<file path="src/common/l2_pkg.sv">
`default_nettype none

package l2_pkg;

    localparam int ADDR_BITS   = 16;
    localparam int LINE_BITS   = 128;
    localparam int BE_BITS     = LINE_BITS / 8;
    localparam int TAG_BITS    = 8;
    localparam int WORD_BITS   = 32;
    localparam int CHAN_DELAY  = 6;
    localparam int QUEUE_DEPTH = 4;
    localparam int STORE_LINES = 64;
    localparam int TIME_BITS   = 16;

    // Derived widths
    localparam int QPTR_BITS      = $clog2(QUEUE_DEPTH);
    localparam int WORD_SEL_BITS  = $clog2(LINE_BITS / WORD_BITS); // Words within a line
    localparam int STORE_IDX_BITS = $clog2(STORE_LINES);

    typedef enum logic [1:0] {
        CMD_READ   = 2'd0,
        CMD_WRITE  = 2'd1,
        CMD_ATOMIC = 2'd2
    } mem_cmd_e;

    typedef enum logic [3:0] {
        AMO_ADD  = 4'd0,
        AMO_AND  = 4'd1,
        AMO_OR   = 4'd2,
        AMO_SWAP = 4'd8,
        AMO_STEX = 4'd13 // Always succeeds, acked as a plain write
    } amo_op_e;

    typedef struct packed {
        logic [ADDR_BITS-1:0] addr;
        logic [TAG_BITS-1:0]  tag;
    } rd_req_t;

    typedef struct packed {
        logic [ADDR_BITS-1:0] addr;
        logic [TAG_BITS-1:0]  tag;
        mem_cmd_e             cmd;
        amo_op_e              amo_op;
        logic [LINE_BITS-1:0] data;
        logic [BE_BITS-1:0]   be;
    } wr_req_t;

    typedef struct packed {
        logic [TAG_BITS-1:0]  tag;
        logic [LINE_BITS-1:0] data;     // Line for reads, old line for atomics
        logic                 is_atomic;
    } chan_rsp_t;

endpackage

`default_nettype wire

</file>
<file path="src/source/uc_resp_merge.sv">
`timescale 1ns/10ps
`default_nettype none

module uc_resp_merge (
    input  wire logic              rd_valid_i,
    input  wire l2_pkg::chan_rsp_t rd_rsp_i,
    output logic                   rd_ready_o,

    input  wire logic              wr_valid_i,
    input  wire l2_pkg::chan_rsp_t wr_rsp_i,
    output logic                   wr_ready_o,

    output logic                   rd_rsp_valid_o,
    output l2_pkg::chan_rsp_t      rd_rsp_o,
    input  wire logic              rd_rsp_ready_i,

    output logic                   wr_rsp_valid_o,
    output l2_pkg::chan_rsp_t      wr_rsp_o,
    input  wire logic              wr_rsp_ready_i
);

    always_comb begin
        rd_rsp_valid_o = 1'b0;
        rd_rsp_o       = '0;
        rd_ready_o     = 1'b0;
        wr_rsp_valid_o = 1'b0;
        wr_rsp_o       = '0;
        wr_ready_o     = 1'b0;

        // Read data owns the read port
        if (rd_valid_i) begin
            rd_rsp_valid_o = 1'b1;
            rd_rsp_o       = rd_rsp_i;
            rd_ready_o     = rd_rsp_ready_i;
        end

        if (wr_valid_i) begin
            if (wr_rsp_i.is_atomic) begin
                // Atomic needs both ports at once
                if (!rd_valid_i) begin
                    rd_rsp_valid_o = 1'b1;
                    rd_rsp_o       = wr_rsp_i;
                    wr_rsp_valid_o = 1'b1;
                    wr_rsp_o       = wr_rsp_i;
                    wr_ready_o     = wr_rsp_ready_i;
                end
            end else begin
                wr_rsp_valid_o = 1'b1; // Plain ack or STEX
                wr_rsp_o       = wr_rsp_i;
                wr_ready_o     = wr_rsp_ready_i;
            end
        end
    end

endmodule

`default_nettype wire

</file>
<file path="config.mk">
export PLATFORM = sky130hd
export DESIGN_NAME = uc_resp_merge
export DESIGN_NICKNAME = d
export VERILOG_FILES = /design/src/common/l2_pkg.sv /design/src/source/uc_resp_merge.sv
export SDC_FILE = /design/constraint.sdc
export NUM_CORES = 1
export LEC_CHECK = 0
export BUFFER_PORTS_ARGS = -buffer_cell sky130_fd_sc_hd__buf_2
export CORE_AREA = 2 2 214 216
export DETAILED_ROUTE_END_ITERATION = 6
export DIE_AREA = 0 0 216 218
export PLACE_DENSITY_LB_ADDON = 0.15
export SLEW_MARGIN = 20
export SYNTH_ARGS = -nofsm -noshare
export SYNTH_HDL_FRONTEND = slang
export SYNTH_SLANG_ARGS = --single-unit
</file>
<file path="constraint.sdc">
create_clock -name vclk -period 1.3
set_input_delay 0.26 -clock vclk [all_inputs]
set_output_delay 0.26 -clock vclk [all_outputs]
set_load 0.01 [all_outputs]
</file>
Yosys cells after proc, flatten, opt, wreduce, memory -nomap -nowiden
Cells that the tools add are included.

cells by class
  muxes and demuxes = 18

operators by type and width
  kind       number
  $mux W137  7
  $mux W1    11

storage, ports and cells
  output and inout bits = 278
  word-level logic and storage cells = 18
  flip-flop bits (word level) = 0
  bits of input ports = 278

Depth between registers and ports, before layout
  depth after elaboration = 4
  gate-level depth with buffers = 6
  gate-level depth less buffers = 2

Least setup slack after synthesis
No wires, ideal clock.

  kind = input-to-output
  from = input port rd_valid_i
  to = output port rd_rsp_o[100] (netlist bit)
  cell stages on the path = 6
  arrival time = 1.014 ns
  buffers on the path = 4
  setup slack = 0.026 ns
  data required time = 1.040 ns
  path through = buf_4 buf_6 buf_4 buf_4 nand2_1 o21ai_0

RTL lines
  what                line                 text
  start: declaration  uc_resp_merge.sv:5   input wire logic rd_valid_i,
  end: declaration    uc_resp_merge.sv:14  output l2_pkg::chan_rsp_t rd_rsp_o,

==> results.json <==
{
  "routed_wirelength_mm": 29.15,
  "rows": 78,
  "met1_usage_pct": 11.19,
  "post-route-period-util_pct": 114.3,
  "gr-total-overflow": 0,
  "drc_errors": 0,
  "drt_iter0_drc": 237,
  "num-fill-cells": 5156,
  "yosysWarningCount": 0,
  "busiest_layer": "met2",
  "syn_to_final_growth_pct": 183.7,
  "seqCellArea_sq_um": 0,
  "syn_avg_cell_area_sq_um": 5.120,
  "period_needed_ns": 1.486,
  "dp_hpwl_mm": 19.82,
  "pre_cts_slack_ns": -0.2817,
  "grt_first_pass_wirelength_mm": 34.85,
  "relSlewSlack_pct": 89.08,
  "cap_viol_max_count": 0,
  "place.gp.congestion": 0.8197,
  "crit_buf_inv": 4,
  "slowest_stage": "a21boi_4",
  "startpoint": "wr_valid_i",
  "seq_cells": 0,
  "path_depth": 6,
  "p_leak_nw": 4.702,
  "grt_pass1_vias": 5921,
  "outcome": "finished with violations",
  "instances_no_fill": 1828,
  "crit_chain": "buf_16 -> a21boi_4 -> buf_4 -> clkbuf_16 -> and2_1 -> buf_2",
  "crit_end": "wr_rsp_o[125]",
  "max_freq_ghz": 0.6729,
  "syn_area_sq_mm": 0.003216,
  "path_class": "in2out",
  "violations": "negative setup slack",
  "antenna_found_initial": 2,
  "hp-class": "in2out",
  "critPathLaunchType": "input port",
  "p_per_area_mw_per_mm2": 353.5,
  "irDropWorstVdd_v": 0.0001392,
  "syn-num-nets": 906,
  "syn_inst": 628,
  "firstDrtPassIters": 4,
  "drv_slew": 0,
  "endpoint_kind": "output port",
  "placedCellCount": 1776,
  "grtUsageTotal_pct": 9.541,
  "ys_seq_area_share_pct": 0,
  "io_pins": 556,
  "cts-hold-fix-buffers": 0,
  "synth_top_area_share_pct": 26.85,
  "synth.area.top_cells": "and2_1 (27%), o21ai_0 (21%), nand3_1 (21%)",
  "grt_max_degree": 71,
  "nNetsFinal": 1506,
  "layout-drive-gt1-share_pct": 65.91,
  "met2_usage_pct": 18.19,
  "synth_cell_types": 12,
  "finalPower_w": 0.003225,
  "hold_viol_final": 0,
  "rsz0062_at_grt": "yes",
  "yosysTopAreaCell": "and2_1",
  "worst_pin_slew_ns": 0.1632,
  "nClkBuffers": 0,
  "num_vias": 6792,
  "hold_slack_ns": 0.8079,
  "fin_ws_ns": -0.1861,
  "crit_fanout": 17,
  "routedWlPerCell_microns": 15.95,
  "die_area_sq_mm": 0.04709,
  "portBuffers": 556,
  "fp.dieH_microns": 218,
  "crit_required_ns": 1.04,
  "hold_start": "wr_rsp_ready_i",
  "arrival_ns": 1.23,
  "synth_commonest_cells": "and2_1 (138), nand2_1 (138), o21ai_0 (137)",
  "cpPeakStageDelay_ns": 0.21,
  "use_met3_pct": 1.520,
  "ant_nets": 0,
  "die_x_microns": 216,
  "initial_utilization_pct": 7.163,
  "vias_per_cell": 3.716,
  "path_delay_family": "buffers and inverters",
  "design.core.area_sq_mm": 0.04489,
  "setup_viol": 242
}
[cell type report]
type                       instances  area [sq um]  area share [%]
timing repair buffer             674          4951           54.28
multi-input combinational        552          3415           37.43
tap                              600         750.7           8.230
antenna                            2         5.005         0.05487
[through the flow]
step / utilization (%) / cell area, sq um / TNS (ns)
floorplan: - / 3216 / 0
global placement: 15.64 / 7019 / -39.59
detailed placement: 15.64 / 7019 / -41.76
CTS: 16.82 / 7551 / -38.74
global route: 20.31 / 9119 / -40.29
finish: 20.32 / 9121 / -28.48
[metal layers]
metal,wire length [microns],up-vias
met1,11540,3088
li1,-,3318
met2,15020,356
met5,9,-
met3,2005,28
met4,577,2
[worst min path at each step]
stage | cells past startpoint | end | slack, ns
6_report | 3 | wr_ready_o | 0.81
5_1_grt | 4 | rd_rsp_o[77] | 0.83
4_1_cts | 3 | wr_ready_o | 0.81
3_5_place_dp | 3 | wr_ready_o | 0.80
3_3_place_gp | 3 | wr_ready_o | 0.81
2_1_floorplan | 1 | wr_ready_o | 0.66
[worst min-delay path, stage by stage]
cell and delay [ns]:
buf_2 0.07, and2_1 0.10, buf_2 0.12
[cells in the final DEF (no fill, tap or decap), drive strengths merged]
| cell | n |
|---|---|
| nand2b | 1 |
| clkbuf | 16 |
| diode | 2 |
| and2 | 138 |
| a21boi | 1 |
| buf | 656 |
| nand3 | 136 |
| o21ai | 137 |
| bufbuf | 2 |
| nand2 | 138 |
| nor2 | 1 |
[where the power goes]
group	internal [W]	switching, W	leakage, nW
sequential	0	0	0
combinational	0.00163	0.00160	4.70
clock	0.000000000173	0	0.0000119
[what timing repair did]
item / CTS / global route
resized for setup: 64 / 349
buffers inserted: 6 / 22
endpoints found under the setup margin: 273 / 277
gates cloned: 10 / 20
pin swaps: 17 / 112
[cells by family after synthesis]
logic type             synth area share, %
AO/OA/AOI/OAI                        21.91
buffers and inverters                13.66
AND/OR/NAND/NOR                      64.44
(Power assumes the default switching activity.)
