**src/common/l2_pkg.sv**
```systemverilog
`default_nettype none

package l2_pkg;

    localparam int ADDR_BITS   = 16;
    localparam int LINE_BITS   = 128;
    localparam int BE_BITS     = LINE_BITS / 8;
    localparam int TAG_BITS    = 8;
    localparam int WORD_BITS   = 32;
    localparam int CHAN_DELAY  = 6;
    localparam int QUEUE_DEPTH = 4;
    localparam int STORE_LINES = 64;
    localparam int TIME_BITS   = 16;

    // Derived widths
    localparam int QPTR_BITS      = $clog2(QUEUE_DEPTH);
    localparam int WORD_SEL_BITS  = $clog2(LINE_BITS / WORD_BITS); // Words within a line
    localparam int STORE_IDX_BITS = $clog2(STORE_LINES);

    typedef enum logic [1:0] {
        CMD_READ   = 2'd0,
        CMD_WRITE  = 2'd1,
        CMD_ATOMIC = 2'd2
    } mem_cmd_e;

    typedef enum logic [3:0] {
        AMO_ADD  = 4'd0,
        AMO_AND  = 4'd1,
        AMO_OR   = 4'd2,
        AMO_SWAP = 4'd8,
        AMO_STEX = 4'd13 // Always succeeds, acked as a plain write
    } amo_op_e;

    typedef struct packed {
        logic [ADDR_BITS-1:0] addr;
        logic [TAG_BITS-1:0]  tag;
    } rd_req_t;

    typedef struct packed {
        logic [ADDR_BITS-1:0] addr;
        logic [TAG_BITS-1:0]  tag;
        mem_cmd_e             cmd;
        amo_op_e              amo_op;
        logic [LINE_BITS-1:0] data;
        logic [BE_BITS-1:0]   be;
    } wr_req_t;

    typedef struct packed {
        logic [TAG_BITS-1:0]  tag;
        logic [LINE_BITS-1:0] data;     // Line for reads, old line for atomics
        logic                 is_atomic;
    } chan_rsp_t;

endpackage

`default_nettype wire

```
**src/mem_channel/mem_channel.sv**
```systemverilog
`timescale 1ns/10ps
`default_nettype none

module mem_channel #(
    parameter type req_t = l2_pkg::rd_req_t
) (
    input  wire logic          clk_i,
    input  wire logic          rstn_i,

    input  wire logic          req_valid_i,
    input  wire req_t          req_i,
    output logic               req_ready_o,

    output logic               exec_o,
    output req_t               head_o,
    input  wire l2_pkg::chan_rsp_t exec_rsp_i,

    output logic               rsp_valid_o,
    output l2_pkg::chan_rsp_t  rsp_o,
    input  wire logic          rsp_ready_i
);

    typedef struct packed {
        req_t                         req;
        logic [l2_pkg::TIME_BITS-1:0] stamp;
    } entry_t;

    typedef enum logic [1:0] {
        S_WAIT,
        S_EXEC,
        S_HOLD
    } state_t;

    logic [l2_pkg::TIME_BITS-1:0] cycles;
    logic [l2_pkg::TIME_BITS-1:0] head_age;

    entry_t                       queue [l2_pkg::QUEUE_DEPTH];
    entry_t                       head;
    logic [l2_pkg::QPTR_BITS-1:0] wr_ptr, rd_ptr;
    logic [l2_pkg::QPTR_BITS:0]   count;  // One extra bit so full fits
    logic                         empty, full, push, pop;

    state_t                       state;
    l2_pkg::chan_rsp_t            rsp_q;

    // Free running cycle count
    always_ff @(posedge clk_i or negedge rstn_i) begin
        if (!rstn_i) begin
            cycles <= '0;
        end else begin
            cycles <= cycles + 1'b1;
        end
    end

    assign empty = (count == '0);
    assign full  = (count == l2_pkg::QUEUE_DEPTH);
    assign push  = req_valid_i && !full;
    assign pop   = (state == S_EXEC);
    assign head  = queue[rd_ptr];

    // Stamp is the count seen once the entry sits in the queue
    always_ff @(posedge clk_i) begin
        if (push) begin
            queue[wr_ptr].req   <= req_i;
            queue[wr_ptr].stamp <= cycles + 1'b1;
        end
    end

    always_ff @(posedge clk_i or negedge rstn_i) begin
        if (!rstn_i) begin
            wr_ptr <= '0;
            rd_ptr <= '0;
            count  <= '0;
        end else begin
            if (push) wr_ptr <= wr_ptr + 1'b1;
            if (pop)  rd_ptr <= rd_ptr + 1'b1;
            case ({push, pop})
                2'b10:   count <= count + 1'b1;
                2'b01:   count <= count - 1'b1;
                default: count <= count;
            endcase
        end
    end

    assign head_age = cycles - head.stamp; // Wraps cleanly

    always_ff @(posedge clk_i or negedge rstn_i) begin
        if (!rstn_i) begin
            state <= S_WAIT;
        end else begin
            case (state)
                S_WAIT: if (!empty && head_age >= l2_pkg::CHAN_DELAY) state <= S_EXEC;
                S_EXEC: state <= S_HOLD;
                S_HOLD: if (rsp_ready_i) state <= S_WAIT;
                default: state <= S_WAIT;
            endcase
        end
    end

    // Store answers in the exec cycle
    always_ff @(posedge clk_i) begin
        if (state == S_EXEC) rsp_q <= exec_rsp_i;
    end

    assign req_ready_o = !full;
    assign exec_o      = (state == S_EXEC);
    assign head_o      = head.req;
    assign rsp_valid_o = (state == S_HOLD);
    assign rsp_o       = rsp_q;

endmodule

`default_nettype wire

```
**config.mk**
```make
export PLATFORM = sky130hd
export DESIGN_NAME = mem_channel
export DESIGN_NICKNAME = d
export VERILOG_FILES = /design/src/common/l2_pkg.sv /design/src/mem_channel/mem_channel.sv
export SDC_FILE = /design/constraint.sdc
export NUM_CORES = 1
export LEC_CHECK = 0
export ABC_AREA = 0
export BUFFER_PORTS_ARGS = -buffer_cell sky130_fd_sc_hd__buf_2
export CAP_MARGIN = 25
export CORE_ASPECT_RATIO = 0.9
export CORE_MARGIN = 1.5
export CORE_UTILIZATION = 41
export DETAILED_ROUTE_END_ITERATION = 12
export GPL_TIMING_DRIVEN = 0
export PLACE_DENSITY_LB_ADDON = 0.05
export SLEW_MARGIN = 10
export SYNTH_ARGS = -nofsm -noshare
export SYNTH_HDL_FRONTEND = slang
export SYNTH_SLANG_ARGS = --single-unit
```
**constraint.sdc**
```tcl
create_clock -name clk_i -period 12.4 [get_ports clk_i]
set_clock_uncertainty 0.05 [all_clocks]
set_input_delay 2.48 -clock clk_i [delete_from_list [all_inputs] [get_ports clk_i]]
set_output_delay 2.48 -clock clk_i [all_outputs]
set_load 0.05 [all_outputs]
```
* After elaboration in Yosys (flattened, before gate mapping) *
Memory sizes are Yosys's and may differ from the RTL's.
Index checks and enable logic that the tools add are counted.

word-level totals
  output and inout port bits = 164
  memory bits (writable) = 160
  input bits = 165
  flip-flop bits (word level) = 162
  memories kept = 1

operators by class
  $add $sub $neg = 6
  equality and inequality tests = 7
  reduce and logical (&&, ||, !) cells = 8
  mux-type cells = 6
  $lt $le $gt $ge = 1

memory list
  name   depth  bits a word  rd ports  clocked after memory_dff  wr ports  line               text
  queue  4      40           1         0                         1         mem_channel.sv:37  entry_t queue [l2_pkg::QUEUE_DEPTH];

operators by type and width
  kind                                                                     number
  16-bit by 1-bit adder with 16-bit output, second input constant          1
  16-bit by 3-bit >= comparator with 1-bit output, second input constant   1
  16-bit subtractor                                                        1
  2-bit one-hot mux with 3 select lines                                    1
  3-bit one-hot mux with 2 select lines                                    1
  2-bit by 1-bit adder with 2-bit output, second input constant            2
  2-bit by 1-bit == test with 1-bit output, second input constant          2
  2-bit == test, second input constant                                     2
  2-bit two-way mux                                                        2
  3-bit by 1-bit adder with 3-bit output, second input constant            1
  3-bit == test, second input constant                                     1
  3-bit logical NOT                                                        1
  3-bit by 1-bit subtractor with 3-bit output, second input constant       1
  1-bit logical AND                                                        2
  1-bit logical NOT                                                        2
  2-bit logical NOT                                                        1
  1-bit two-way mux                                                        2
  2-bit by 1-bit inequality test with 1-bit output, second input constant  1
  2-bit inequality test, second input constant                             1
  2-bit AND reduction                                                      1
  2-bit nonzero test                                                       1

* Depth between registers and ports, before layout *
An unclocked memory read counts as a cell.

  depth after elaboration = 6
  gate-level depth with buffers = 13

* Least setup slack after synthesis *
No wires, ideal clock.

  path kind = register to output
  start = reg state[1]
  end = out exec_o
  slack = 6353 ps
  cell stages (with the launch flop) = 3
  data arrival time = 3517 ps
  cells stage by stage = dfrtp_1 -> nand2b_1 -> inv_1

between the ends
  longest elaborated chain between the ends = 1

RTL lines
  what                                      line                text
  start: declaration                        mem_channel.sv:43   state_t state;
  start signal: assignment                  mem_channel.sv:89   state <= S_WAIT;
  start signal: assignment                  mem_channel.sv:92   S_WAIT: if (!empty && head_age >= l2_pkg::CHAN_DELAY) state <= S_EXEC;
  start signal: assignment                  mem_channel.sv:93   S_EXEC: state <= S_HOLD;
  2-bit by 1-bit == test with 1-bit output  mem_channel.sv:106  assign exec_o = (state == S_EXEC);
  end: declaration                          mem_channel.sv:14   output logic exec_o,

No other way between the ends.

==> flow_metrics.py <==
metrics = {
    "synthesis": {
        "async_flop_share": 0.0776,
        "syn-num-nets": 767,
        "syn-cell-area_sq_um": 11900,
        "synth-seq-cells": 322,
        "yosys_warnings": 0,
        "seq_area_frac_synth": 0.803,
        "synth_edf_count": 297,
        "netlist_instances": 579,
        "ys_types": 45,
        "ys.flop_type": "edfxtp_1",
        "syn_area_per_cell_sq_um": 20.5,
    },
    "clock_tree": {
        "cts_made_buffers": 34,
        "htreeDepth": 2,
        "cts_setup_buffers": 0,
        "clock_latency_ns": 0.51,
        "clock_sinks": 322,
        "cts_root_buffer": "clkbuf_16",
        "clk_pin_slew_ns": 0.06,
        "cts_tree": "yes",
        "ctsResizeCount": 0,
        "ctsHoldBuffers": 0,
        "ctsLongestPathBuffers": 3,
    },
    "drt": {
        "viasPerCell": 4.93,
        "wl_per_cell_microns": 20.5,
        "vias": 6583,
        "drt-total-wl_microns": 27300,
        "antenna_left": 0,
        "firstDrtPassIters": 4,
        "drcViolationCount": 0,
        "initialDrtViolationCount": 416,
    },
    "pwr": {
        "seqPwrFrac": 0.370,
        "clockPowerShare": 0.252,
        "switchingPower_mw": 1.61,
        "peakVddDrop_mv": 0.133,
        "intPower_mw": 2.54,
        "power_density_nw_per_um2": 272,
        "p_total_mw": 4.15,
        "p_sw_frac": 0.388,
        "total_leakage_power_nw": 5.97,
        "pwr-share-comb": 0.378,
    },
    "critical_path": {
        "worst_path_max_delay_cell": "clkbuf_1",
        "crit_required_ns": 9.87,
        "path_delay_family": "buffers and inverters",
        "path_cells": "buf_6 > clkbuf_1 > mux4_2 > buf_2",
        "critPathBufInv": 3,
        "r2r_setup_slack_ns": 8.25,
        "cp_max_fo": 10,
        "crit_path_max_incr_delay_ns": 0.61,
        "setup.worst_path.start_class": "flop",
        "critPathArrivalTime_ns": 2.45,
        "end_kind": "output pin",
        "critPathKind": "reg -> out",
    },
    "final_layout": {
        "final_common_cell": "buf_2",
        "fin_nets": 1136,
        "stdcell_area_sq_um": 15300,
        "syn_to_final_growth_pct": 28.4,
        "layout-drive-gt1-share": 0.445,
        "final_cell_mix": "buf_2, edfxtp_1, mux4_2",
    },
    "grt": {
        "grt_usage": 0.183,
        "grt_overflow_total": 0,
        "grt_max_degree": 81,
        "grt_pass1_wl_microns": 40700,
        "first_global_vias": 7058,
        "antenna_found_initial": 6,
    },
    "timing": {
        "maxSlewViolCount": 0,
        "setup_viol": 0,
        "period_share": 0.401,
        "fmaxAchievable_mhz": 201,
        "maxSlewHeadroom": 0.464,
        "worstMarginPinSlew_ns": 0.804,
        "finalHoldViolCount": 0,
        "setup_tns_ns": 0,
        "grt_setup_unrepaired": "no",
        "min_period_ns": 4.98,
    },
    "floorplan": {
        "die_h_microns": 165,
        "rows": 58,
        "start_util": 0.421,
        "dieArea_sq_um": 30000,
        "core-area_sq_um": 28200,
        "io_pins": 329,
        "die_x_microns": 183,
    },
    "run_status": {
        "outcome": "finished, final reports clean",
    },
    "hold_path": {
        "hold_class": "reg -> reg",
    },
    "job": {
        "cap_viol_max_count": 0,
    },
    "placed_design": {
        "dpl_cell_area_sq_um": 14100,
        "port_buffers": 328,
        "gp_congestion": 0.877,
        "post-dp-hpwl_microns": 20000,
    },
}
==> stage by stage <==
step / utilization / std cells / setup WS, ns / hold slack, ns
finish: 0.541 / 1336 / 7.42 / 0.462
global placement: 0.495 / 1267 / 4.97 / 0.431
detailed placement: 0.499 / 1272 / 7.87 / 0.448
global route: 0.541 / 1334 / 7.21 / 0.481
floorplan: - / 579 / 6.35 / 0.414
CTS: 0.541 / 1334 / 7.30 / 0.460
==> per-layer routing <==
metal,GRT usage,vias up,part of all wire
li1,-,3037,-
met1,0.211,3234,0.38
met2,0.314,237,0.51
met3,0.0620,67,0.073
met4,0.0815,8,0.037
met5,0,-,0.0016
==> path summary, 6_finish.rpt <==
kind	from	endpoint	cells past startpoint
worst max-delay path	rd_ptr[0]	head_o[15]	4
worst min-delay path	count[0]	count[0]	1
worst max register to register	rd_ptr[1]	state[0]	13
worst min register to register	count[0]	count[0]	1
max in group asynchronous	rstn_i	cycles[1]	1
min in group asynchronous	rstn_i	cycles[11]	1
==> state kept, by name (all words and copies together) (netlist names) <==
name,flops
state,2
rd_ptr,2
cycles,16
queue,160
wr_ptr,2
count,3
rsp_o,137
==> power groups by stage <==
stage,combinational [mW],sequential (mW),clock [mW]
finish,1.57,1.53,1.04
global route,1.66,1.56,1.11
CTS,1.60,1.54,1.07
detailed placement,1.59,1.56,0
global placement,1.55,1.59,0
floorplan,0.742,2.00,0
==> Yosys cell counts, types with 4 or more instances <==
cell type  count  area (sq um)
mux4_2        40           901
edfxtp_1     297          8920
o21ai_0        8          40.0
xor2_1         7          61.3
inv_1         29           109
nor2_1        12          45.0
nand4_1        4          25.0
ha_1          21           263
nand2_1       19          71.3
nand2b_1       5          31.3
clkbuf_1       5          18.8
nand3_1       10          50.1
nor3_1         4          20.0
dfrtp_1       25           626
buf_1          4          15.0
and3_1         9          56.3
xnor2_1       17           149
a21oi_1       18          90.1
==> layout make-up <==
class,instances,area [sq um]
Timing Repair Buffer,333,1750
Fill cell,2271,13000
Buffer,13,60.1
Antenna cell,2,5.00
Multi-Input combinational cell,215,2180
Inverter,29,114
Sequential cell,322,9540
Tap cell,360,450
Clock buffer,43,906
Clock inverter,19,256
==> cell families (layout without fill, tap and decap cells) <==
group	Yosys count	in the layout	synth area share
and+or+nand+nor	77	77	0.0346
xor gates and xnor gates	25	25	0.0190
DFF	322	322	0.803
adders and majority gates	23	23	0.0255
muxes	42	42	0.0774
other	0	2	0
buffers and inverters	42	437	0.0142
AOI/OAI and AO/OA	48	48	0.0265
Note: power is estimated with default switching activity, not from simulation.
